==> src/include/conv_macros.svh <==
`ifndef CONV_MACROS_SVH
`define CONV_MACROS_SVH

// half-width float fields
`define CONV_EXP_W       5
`define CONV_FRAC_W      10
`define CONV_FP_W        16
`define CONV_BIAS        15

// 3x3 window, tree padded up to a power of two
`define CONV_TAPS        9
`define CONV_TREE_IN     16
`define CONV_TREE_LEVELS 4

// row / column tag width
`define CONV_COORD_W     16

// input reg + multiply stage + four adder levels
`define CONV_LAT         6

`endif
==> src/conv_pkg.sv <==
`default_nettype none

`include "conv_macros.svh"

package conv_pkg;

    // one half-width float word
    typedef struct packed {
        logic                    sign;
        logic [`CONV_EXP_W-1:0]  exp;
        logic [`CONV_FRAC_W-1:0] frac;
    } fp_word_t;

    // shortcut classes carried in the opt view
    typedef enum logic [1:0] {
        cls_zero     = 2'd0,
        cls_pos_pow2 = 2'd1,
        cls_neg_pow2 = 2'd2
    } tap_cls_e;

    // opt view layout, class on top and shift at the bottom
    typedef struct packed {
        tap_cls_e                            cls;
        logic [`CONV_FP_W-`CONV_EXP_W-3:0]   rsvd;
        logic signed [`CONV_EXP_W-1:0]       shift;
    } kern_opt_t;

    // kernel word, decoded per tap by the shortcut flag
    typedef union packed {
        fp_word_t  fp;
        kern_opt_t opt;
    } kern_word_u;

endpackage

`default_nettype wire

==> src/conv_fp_top.sv <==
`timescale 1ns/1ps
`default_nettype none

`include "conv_macros.svh"

module conv_fp_top import conv_pkg::*; (
    input  logic                                   clk_i,
    input  logic                                   rst_i,
    input  logic [`CONV_TAPS-1:0][`CONV_FP_W-1:0]  window_i,
    input  logic [`CONV_TAPS-1:0][`CONV_FP_W-1:0]  kernel_i,
    input  logic [`CONV_TAPS-1:0]                  kern_short_i,
    input  logic [`CONV_COORD_W-1:0]               row_i,
    input  logic [`CONV_COORD_W-1:0]               col_i,
    input  logic                                   valid_i,
    output fp_word_t                               data_o,
    output logic [`CONV_COORD_W-1:0]               row_o,
    output logic [`CONV_COORD_W-1:0]               col_o,
    output logic                                   valid_o
);

    fp_word_t   [`CONV_TAPS-1:0] win_q;
    kern_word_u [`CONV_TAPS-1:0] kern_q;
    logic       [`CONV_TAPS-1:0] short_q;
    logic [`CONV_COORD_W-1:0]    row_q;
    logic [`CONV_COORD_W-1:0]    col_q;
    logic                        valid_q;
    fp_word_t   [`CONV_TAPS-1:0] prod_w;
    logic                        prod_valid_w;
    // tag delay after the input register
    logic [`CONV_COORD_W-1:0]    row_dly_q [`CONV_LAT-1];
    logic [`CONV_COORD_W-1:0]    col_dly_q [`CONV_LAT-1];

    //////////////////////////////////////////////////
    // input register

    always_ff @(posedge clk_i) begin
        win_q   <= window_i;
        kern_q  <= kernel_i;
        short_q <= kern_short_i;
        row_q   <= row_i;
        col_q   <= col_i;
    end

    always_ff @(posedge clk_i) begin
        if (rst_i) begin
            valid_q <= 1'b0;
        end else begin
            valid_q <= valid_i;
        end
    end

    //////////////////////////////////////////////////
    // multiply stage, then adder tree

    conv_tap_mult u_tap_mult (
        .clk_i        (clk_i),
        .rst_i        (rst_i),
        .win_i        (win_q),
        .kern_i       (kern_q),
        .short_i      (short_q),
        .in_valid_i   (valid_q),
        .prod_o       (prod_w),
        .prod_valid_o (prod_valid_w)
    );

    conv_add_tree u_add_tree (
        .clk_i       (clk_i),
        .rst_i       (rst_i),
        .prod_i      (prod_w),
        .in_valid_i  (prod_valid_w),
        .sum_o       (data_o),
        .sum_valid_o (valid_o)
    );

    //////////////////////////////////////////////////
    // row / col delay line

    // five stages, lines up with the tree output
    always_ff @(posedge clk_i) begin
        row_dly_q[0] <= row_q;
        col_dly_q[0] <= col_q;
        for (int s = 1; s < `CONV_LAT - 1; s++) begin
            row_dly_q[s] <= row_dly_q[s-1];
            col_dly_q[s] <= col_dly_q[s-1];
        end
    end

    assign row_o = row_dly_q[`CONV_LAT-2];
    assign col_o = col_dly_q[`CONV_LAT-2];

endmodule

`default_nettype wire

==> src/conv_add_tree.sv <==
`timescale 1ns/1ps
`default_nettype none

`include "conv_macros.svh"

module conv_add_tree import conv_pkg::*; (
    input  logic                        clk_i,
    input  logic                        rst_i,
    input  fp_word_t [`CONV_TAPS-1:0]   prod_i,
    input  logic                        in_valid_i,
    output fp_word_t                    sum_o,
    output logic                        sum_valid_o
);

    fp_word_t [`CONV_TREE_IN-1:0] pad_w;

    // taps 9..15 are +0
    always_comb begin
        pad_w = '0;
        for (int t = 0; t < `CONV_TAPS; t++) begin
            pad_w[t] = prod_i[t];
        end
    end

    //////////////////////////////////////////////////
    // four registered levels, 8 / 4 / 2 / 1 adders

    for (genvar l = 0; l < `CONV_TREE_LEVELS; l++) begin : g_lvl
        localparam int n_out = `CONV_TREE_IN >> (l + 1);

        fp_word_t [2*n_out-1:0] in_w;
        fp_word_t [n_out-1:0]   sum_w;
        fp_word_t [n_out-1:0]   sum_q;
        logic                   vld_in_w;
        logic                   vld_q;

        // level input is the padded products or the previous level
        if (l == 0) begin : g_first
            assign in_w     = pad_w;
            assign vld_in_w = in_valid_i;
        end else begin : g_next
            assign in_w     = g_lvl[l-1].sum_q;
            assign vld_in_w = g_lvl[l-1].vld_q;
        end

        // neighbours in index order, 0+1 then 2+3
        for (genvar k = 0; k < n_out; k++) begin : g_add
            fp_add u_add (
                .a_i (in_w[2*k]),
                .b_i (in_w[2*k+1]),
                .s_o (sum_w[k])
            );
        end

        always_ff @(posedge clk_i) begin
            sum_q <= sum_w;
        end

        always_ff @(posedge clk_i) begin
            if (rst_i) begin
                vld_q <= 1'b0;
            end else begin
                vld_q <= vld_in_w;
            end
        end
    end

    // last level has a single node
    assign sum_o       = g_lvl[`CONV_TREE_LEVELS-1].sum_q[0];
    assign sum_valid_o = g_lvl[`CONV_TREE_LEVELS-1].vld_q;

endmodule

`default_nettype wire

==> src/conv_tap_mult.sv <==
`timescale 1ns/1ps
`default_nettype none

`include "conv_macros.svh"

module conv_tap_mult import conv_pkg::*; (
    input  logic                               clk_i,
    input  logic                               rst_i,
    input  fp_word_t   [`CONV_TAPS-1:0]        win_i,
    input  kern_word_u [`CONV_TAPS-1:0]        kern_i,
    input  logic       [`CONV_TAPS-1:0]        short_i,
    input  logic                               in_valid_i,
    output fp_word_t   [`CONV_TAPS-1:0]        prod_o,
    output logic                               prod_valid_o
);

    fp_word_t [`CONV_TAPS-1:0] mul_w;
    fp_word_t [`CONV_TAPS-1:0] prod_w;
    logic     [`CONV_TAPS-1:0] zero_w;
    logic     [`CONV_TAPS-1:0] neg_w;

    //////////////////////////////////////////////////
    // per tap decode and multiply

    for (genvar t = 0; t < `CONV_TAPS; t++) begin : g_tap
        // opt view only when the shortcut flag is set
        assign zero_w[t] = short_i[t] && (kern_i[t].opt.cls == cls_zero);
        // unused class code 3 falls back to a positive scale
        assign neg_w[t]  = (kern_i[t].opt.cls == cls_neg_pow2);

        fp_mul u_mul (
            .a_i       (win_i[t]),
            .b_i       (kern_i[t].fp),
            .pow2_en_i (short_i[t]),
            .neg_i     (neg_w[t]),
            .shift_i   (kern_i[t].opt.shift),
            .p_o       (mul_w[t])
        );

        // zero class ignores the multiplier output
        assign prod_w[t] = zero_w[t] ? '0 : mul_w[t];
    end

    //////////////////////////////////////////////////
    // product register

    always_ff @(posedge clk_i) begin
        prod_o <= prod_w;
    end

    always_ff @(posedge clk_i) begin
        if (rst_i) begin
            prod_valid_o <= 1'b0;
        end else begin
            prod_valid_o <= in_valid_i;
        end
    end

endmodule

`default_nettype wire

==> src/fp_add.sv <==
`timescale 1ns/1ps
`default_nettype none

`include "conv_macros.svh"

module fp_add import conv_pkg::*; (
    input  fp_word_t a_i,
    input  fp_word_t b_i,
    output fp_word_t s_o
);

    localparam int ew  = `CONV_EXP_W + 3;
    localparam int sw  = `CONV_FRAC_W + 1;
    localparam int lzw = $clog2(sw);
    localparam logic signed [ew-1:0] exp_sat = ew'((1 << `CONV_EXP_W) - 2);

    logic                    a_zero;
    logic                    b_zero;
    logic                    a_big;
    fp_word_t                op_hi;
    fp_word_t                op_lo;
    logic [`CONV_EXP_W-1:0]  exp_diff;
    logic [sw-1:0]           sig_hi;
    logic [sw-1:0]           sig_lo;
    logic [sw:0]             sig_sum;
    logic [lzw-1:0]          lz;
    logic [sw-1:0]           sig_norm;
    logic signed [ew-1:0]    res_exp;
    logic [`CONV_FRAC_W-1:0] res_frac;

    assign a_zero = (a_i.exp == '0);
    assign b_zero = (b_i.exp == '0);

    //////////////////////////////////////////////////
    // order by magnitude and align

    // exp sits above frac so one compare covers both
    assign a_big = ({a_i.exp, a_i.frac} >= {b_i.exp, b_i.frac});
    assign op_hi = a_big ? a_i : b_i;
    assign op_lo = a_big ? b_i : a_i;

    assign exp_diff = op_hi.exp - op_lo.exp;
    assign sig_hi   = {1'b1, op_hi.frac};
    // bits shifted out are dropped
    assign sig_lo   = {1'b1, op_lo.frac} >> exp_diff;

    // larger magnitude first, so the difference never goes negative
    assign sig_sum = (op_hi.sign == op_lo.sign) ? ({1'b0, sig_hi} + {1'b0, sig_lo})
                                                : ({1'b0, sig_hi} - {1'b0, sig_lo});

    //////////////////////////////////////////////////
    // normalize

    always_comb begin
        // highest set bit wins
        lz = '0;
        for (int i = 0; i < sw; i++) begin
            if (sig_sum[i]) begin
                lz = lzw'(sw - 1 - i);
            end
        end
        sig_norm = sig_sum[sw-1:0] << lz;
        if (sig_sum[sw]) begin
            // carry out, one step right
            res_frac = sig_sum[sw-1:1];
            res_exp  = $signed({3'b000, op_hi.exp}) + ew'(1);
        end else begin
            res_frac = sig_norm[sw-2:0];
            res_exp  = $signed({3'b000, op_hi.exp}) - $signed({{(ew-lzw){1'b0}}, lz});
        end
    end

    // zero operands bypass the datapath
    always_comb begin
        if (a_zero && b_zero) begin
            // +0 plus -0 gives +0
            s_o = '0;
        end else if (a_zero) begin
            s_o = b_i;
        end else if (b_zero) begin
            s_o = a_i;
        end else if ((sig_sum == '0) || res_exp[ew-1] || (res_exp == '0)) begin
            // exact cancellation or underflow
            s_o = '0;
        end else if (res_exp > exp_sat) begin
            s_o.sign = op_hi.sign;
            s_o.exp  = exp_sat[`CONV_EXP_W-1:0];
            s_o.frac = '1;
        end else begin
            s_o.sign = op_hi.sign;
            s_o.exp  = res_exp[`CONV_EXP_W-1:0];
            s_o.frac = res_frac;
        end
    end

endmodule

`default_nettype wire

==> src/fp_mul.sv <==
`timescale 1ns/1ps
`default_nettype none

`include "conv_macros.svh"

module fp_mul import conv_pkg::*; (
    input  fp_word_t                      a_i,
    input  fp_word_t                      b_i,
    input  logic                          pow2_en_i,
    input  logic                          neg_i,
    input  logic signed [`CONV_EXP_W-1:0] shift_i,
    output fp_word_t                      p_o
);

    // exponent math needs headroom for sign and overflow
    localparam int ew = `CONV_EXP_W + 3;
    localparam int sw = `CONV_FRAC_W + 1;
    localparam logic signed [ew-1:0] bias_s  = ew'(`CONV_BIAS);
    localparam logic signed [ew-1:0] exp_sat = ew'((1 << `CONV_EXP_W) - 2);

    logic                    a_zero;
    logic                    b_zero;
    logic [sw-1:0]           sig_a;
    logic [sw-1:0]           sig_b;
    logic [2*sw-1:0]         sig_p;
    logic [`CONV_FRAC_W-1:0] mul_frac;
    logic signed [ew-1:0]    mul_exp;
    logic                    res_sign;
    logic signed [ew-1:0]    res_exp;
    logic [`CONV_FRAC_W-1:0] res_frac;
    logic                    res_zero;

    // subnormals flush to zero
    assign a_zero = (a_i.exp == '0);
    assign b_zero = (b_i.exp == '0);

    //////////////////////////////////////////////////
    // full multiply path

    assign sig_a = {1'b1, a_i.frac};
    assign sig_b = {1'b1, b_i.frac};
    assign sig_p = sig_a * sig_b;

    // product lies in [1,4), at most one bit of normalization
    always_comb begin
        if (sig_p[2*sw-1]) begin
            mul_frac = sig_p[2*sw-2 -: `CONV_FRAC_W];
        end else begin
            mul_frac = sig_p[2*sw-3 -: `CONV_FRAC_W];
        end
        mul_exp = $signed({3'b000, a_i.exp}) + $signed({3'b000, b_i.exp}) - bias_s
                + $signed({{(ew-1){1'b0}}, sig_p[2*sw-1]});
    end

    //////////////////////////////////////////////////
    // path select

    always_comb begin
        if (pow2_en_i) begin
            // scale by 2^shift, fraction untouched
            res_sign = a_i.sign ^ neg_i;
            res_exp  = $signed({3'b000, a_i.exp}) + ew'(shift_i);
            res_frac = a_i.frac;
            res_zero = a_zero;
        end else begin
            res_sign = a_i.sign ^ b_i.sign;
            res_exp  = mul_exp;
            res_frac = mul_frac;
            res_zero = a_zero | b_zero;
        end
    end

    // underflow to +0, overflow saturates with sign kept
    always_comb begin
        if (res_zero || res_exp[ew-1] || (res_exp == '0)) begin
            p_o = '0;
        end else if (res_exp > exp_sat) begin
            p_o.sign = res_sign;
            p_o.exp  = exp_sat[`CONV_EXP_W-1:0];
            p_o.frac = '1;
        end else begin
            p_o.sign = res_sign;
            p_o.exp  = res_exp[`CONV_EXP_W-1:0];
            p_o.frac = res_frac;
        end
    end

endmodule

`default_nettype wire

==> config.mk <==
export PLATFORM = sky130hd
export DESIGN_NAME = conv_fp_top
export DESIGN_NICKNAME = d
export VERILOG_FILES = /design/src/conv_pkg.sv /design/src/conv_fp_top.sv /design/src/conv_add_tree.sv /design/src/conv_tap_mult.sv /design/src/fp_add.sv /design/src/fp_mul.sv
export VERILOG_INCLUDE_DIRS = /design/src /design/src/include
export SDC_FILE = /design/constraint.sdc
export NUM_CORES = 2
export LEC_CHECK = 0
export BUFFER_PORTS_ARGS = -buffer_cell sky130_fd_sc_hd__buf_4
export CAP_MARGIN = 30
export CORE_ASPECT_RATIO = 2
export CORE_UTILIZATION = 55
export DETAILED_ROUTE_END_ITERATION = 7
export PLACE_DENSITY = 0.72
export SYNTH_ARGS = -nofsm -noshare
export SYNTH_HDL_FRONTEND = slang
export SYNTH_SLANG_ARGS = --single-unit
==> constraint.sdc <==
create_clock -name clk_i -period 10.69 [get_ports clk_i]
set_clock_uncertainty 0.1 [all_clocks]
set_input_delay 1.069 -clock clk_i [delete_from_list [all_inputs] [get_ports clk_i]]
set_output_delay 1.069 -clock clk_i [all_outputs]
set_load 0.005 [all_outputs]
==> results.sh <==
export IMPL_status="finished with violations"
export IMPL_violations="DRC"
export IMPL_drcViolationCount=2
export IMPL_finalSetupViolations=0
export IMPL_seq_area_frac_synth_pct=18.6
export IMPL_synth_flop_cell="dfxtp_1"
export IMPL_htreeDepth=3
export IMPL_whs_ns=0.211
export IMPL_yosysWarnings=0
export IMPL_clockRootBuffer="clkbuf_16"
export IMPL_crit_reg2reg_launch="u_add_tree.g_lvl[0].sum_q[20]"
export IMPL_drt_total_wl_microns=268000
export IMPL_start_util_pct=55.5
export IMPL_routedWlPerCell_microns=21.1
export IMPL_cp_startpoint="u_add_tree.g_lvl[0].sum_q[20]"
export IMPL_synth_top_area_share_pct=18.6
export IMPL_final_common_cell="inv_1"
export IMPL_start_kind="flip-flop"
export IMPL_slew_headroom_pct=29.1
export IMPL_port_buffers=380
export IMPL_min_period_over_period_pct=94.4
export IMPL_cp_required_ns=11.16
export IMPL_area_delta_synth_final_pct=9.37
export IMPL_synth_area_leaders="dfxtp_1 19%, fa_1 17%, ha_1 13%"
export IMPL_r2r_end="u_add_tree.g_lvl[1].sum_q[0]"
export IMPL_cts_inserted_buffers=80
export IMPL_grt_pass1_wl_microns=423000
export IMPL_vias=76400
export IMPL_synth_area_sq_um=87600
export IMPL_path_clk_slew_ns=0.09
export IMPL_mostFrequentLayoutCells="1376 x inv_1, 1016 x nand2_1, 916 x ha_1, 812 x dfxtp_1, 745 x fa_1"
export IMPL_grt_usage_pct=33.0
export IMPL_crit_fanout=10
export IMPL_cts_sinks=815
export IMPL_place_gp_congestion=1.02
export IMPL_slowest_delay_ns=0.57
export IMPL_drt_pass1_iter_count=8
export IMPL_finalNetCount=12600
export IMPL_postSynthCellCount=10300
export IMPL_ff2ff_path_depth=48
export IMPL_ys_ff_latch=815
export IMPL_drtIter0Drc=3816
export IMPL_antenna_found_initial=8
export IMPL_die_area_sq_um=161000
export IMPL_crit_top_cell="a21oi_1"
export IMPL_maxCapViolations=0
export IMPL_finalHoldViolations=0
export IMPL_ant_nets=0
export IMPL_max_freq_ghz=0.0991
export IMPL_crit_path_end_kind="flip-flop"
export IMPL_critPathSlowestCell="dfxtp_1"
export IMPL_grt_start_max_net_pins=43
export IMPL_grt_overflow=0
export IMPL_hpwlAfterDp_microns=218000
export IMPL_num_rows=206
export IMPL_synthArstFlopShare_pct=0
export IMPL_cts_tree="yes"
export IMPL_worstPathArrival_ns=10.56
export IMPL_crit_end="u_add_tree.g_lvl[1].sum_q[0]"
export IMPL_die_x_microns=284
export IMPL_setup_tns_final_ns=0
export IMPL_slew_viol_final=0
export IMPL_crit_type="flip-flop to flip-flop"
export IMPL_period_minus_slack_ns=10.09
export IMPL_synthDistinctLibCells=132
export IMPL_worst_r2r_setup_slack_ns=0.60
export IMPL_synth_edf_count=0
export IMPL_syn_avg_cell_area_sq_um=8.48
export IMPL_hold_path_class="flip-flop to flip-flop"
export IMPL_core_sq_um=158000
export IMPL_drive_gt1_share_pct=9.57
export IMPL_io_pins=381
export IMPL_synth_top_area_cell="dfxtp_1"
export IMPL_die_h_microns=566
export IMPL_worstMarginPinSlew_ns=1.06
export IMPL_insertion_delay_ns=0.73
export IMPL_grt_pass1_vias=81400
export IMPL_clock_path_buffers=3
export IMPL_post_drt_via_cell_ratio=6.01
export IMPL_syn_nets=12300
worst min-delay path by stage:
stage / end / slack [ns] / cells past startpoint / from
after global placement: col_dly_q[0][7] / 0.21 / 0 / col_q[7]
after floorplan: col_dly_q[0][0] / 0.21 / 0 / col_q[0]
after CTS: col_dly_q[0][65] / 0.21 / 0 / col_dly_q[0][49]
final: col_dly_q[0][65] / 0.21 / 0 / col_dly_q[0][49]
after detailed placement: col_dly_q[0][7] / 0.21 / 0 / col_q[7]
after global routing: row_dly_q[0][56] / 0.22 / 0 / row_dly_q[0][40]
metal layers:
layer	share of wire, %	GRT usage [%]	routed length [microns]	vias up
li1	-	-	-	35600
met1	32	30.0	87200	36900
met2	54	64.3	146000	2698
met3	4.2	3.95	11200	1217
met4	9.1	26.9	24300	2
met5	0.0026	0	7	-
critical path, delay by kind of cell, from the launching register on:
family	cells	cell delay [ns]
multiplexers	1	0.14
buffers and inverters	4	0.45
AO/OA/AOI/OAI	23	4.45
AND/OR/NAND/NOR	12	1.68
XOR/XNOR	3	0.86
flip-flops	1	0.57
adder cells (fa/ha/maj)	5	1.64
timing repair:
item / 4_1_cts / 5_1_grt
resized for setup: 0 / 50
setup endpoints to repair: 0 / 86
setup buffers: 0 / 4
hold buffers: 0 / 0
layout make-up:
type / count / area, sq um
Multi-Input combinational cell: 7710 / 64400
Fill cell: 14000 / 62000
Sequential cell: 815 / 16300
Inverter: 1391 / 5230
Timing Repair Buffer: 576 / 4330
Tap cell: 2080 / 2600
Clock buffer: 97 / 2160
Clock inverter: 50 / 703
Antenna cell: 5 / 12.5
cell usage after synthesis (all sizes together) (66+ instances only):
cell type,instances
mux2i,249
a211oi,92
a21o,180
ha,921
o211ai,71
buf,115
a21oi,583
mux2,70
xnor2,231
and2,587
nor2b,130
a31oi,91
a22oi,66
xor2,116
clkbuf,296
nand3,136
nor2,540
nand2b,99
nand2,1021
fa,745
dfxtp,815
nor3,200
o21ai,521
inv,1387
kinds of logic after synthesis:
logic type               share of synthesized area (%)
AND/OR/NAND/NOR                                   17.4
AO/OA/AOI/OAI                                     17.1
buffers and inverters                             8.04
adder cells (fa/ha/maj)                           30.2
flip-flops                                        18.6
multiplexers                                      5.14
XOR/XNOR                                          3.51
metrics by stage:
stage	util (%)	setup WS (ns)	cell area [sq um]	instances
4_1_cts	60.5	0.179	95500	12700
5_1_grt	60.7	-0.00969	95800	12700
3_3_place_gp	58.7	0.282	92600	12600
3_5_place_dp	58.7	0.243	92600	12600
2_1_floorplan	-	0.465	87600	10300
6_report	60.7	0.596	95800	12700
sequential cells by signal, indices dropped and copies added (netlist names):
register	cells
kern_q	144
row_q	16
u_add_tree.sum_valid_o	1
u_tap_mult.prod_o	144
row_dly_q	80
col_dly_q	80
u_tap_mult.prod_valid_o	1
u_add_tree.g_lvl.vld_q	3
win_q	144
u_add_tree.g_lvl.sum_q	160
valid_q	1
short_q	9
u_add_tree.sum_o	16
col_q	16
Power is left out: the tool's default activity adds up to more than one toggle a clock period on the data nets, which glitch-free logic cannot reach.
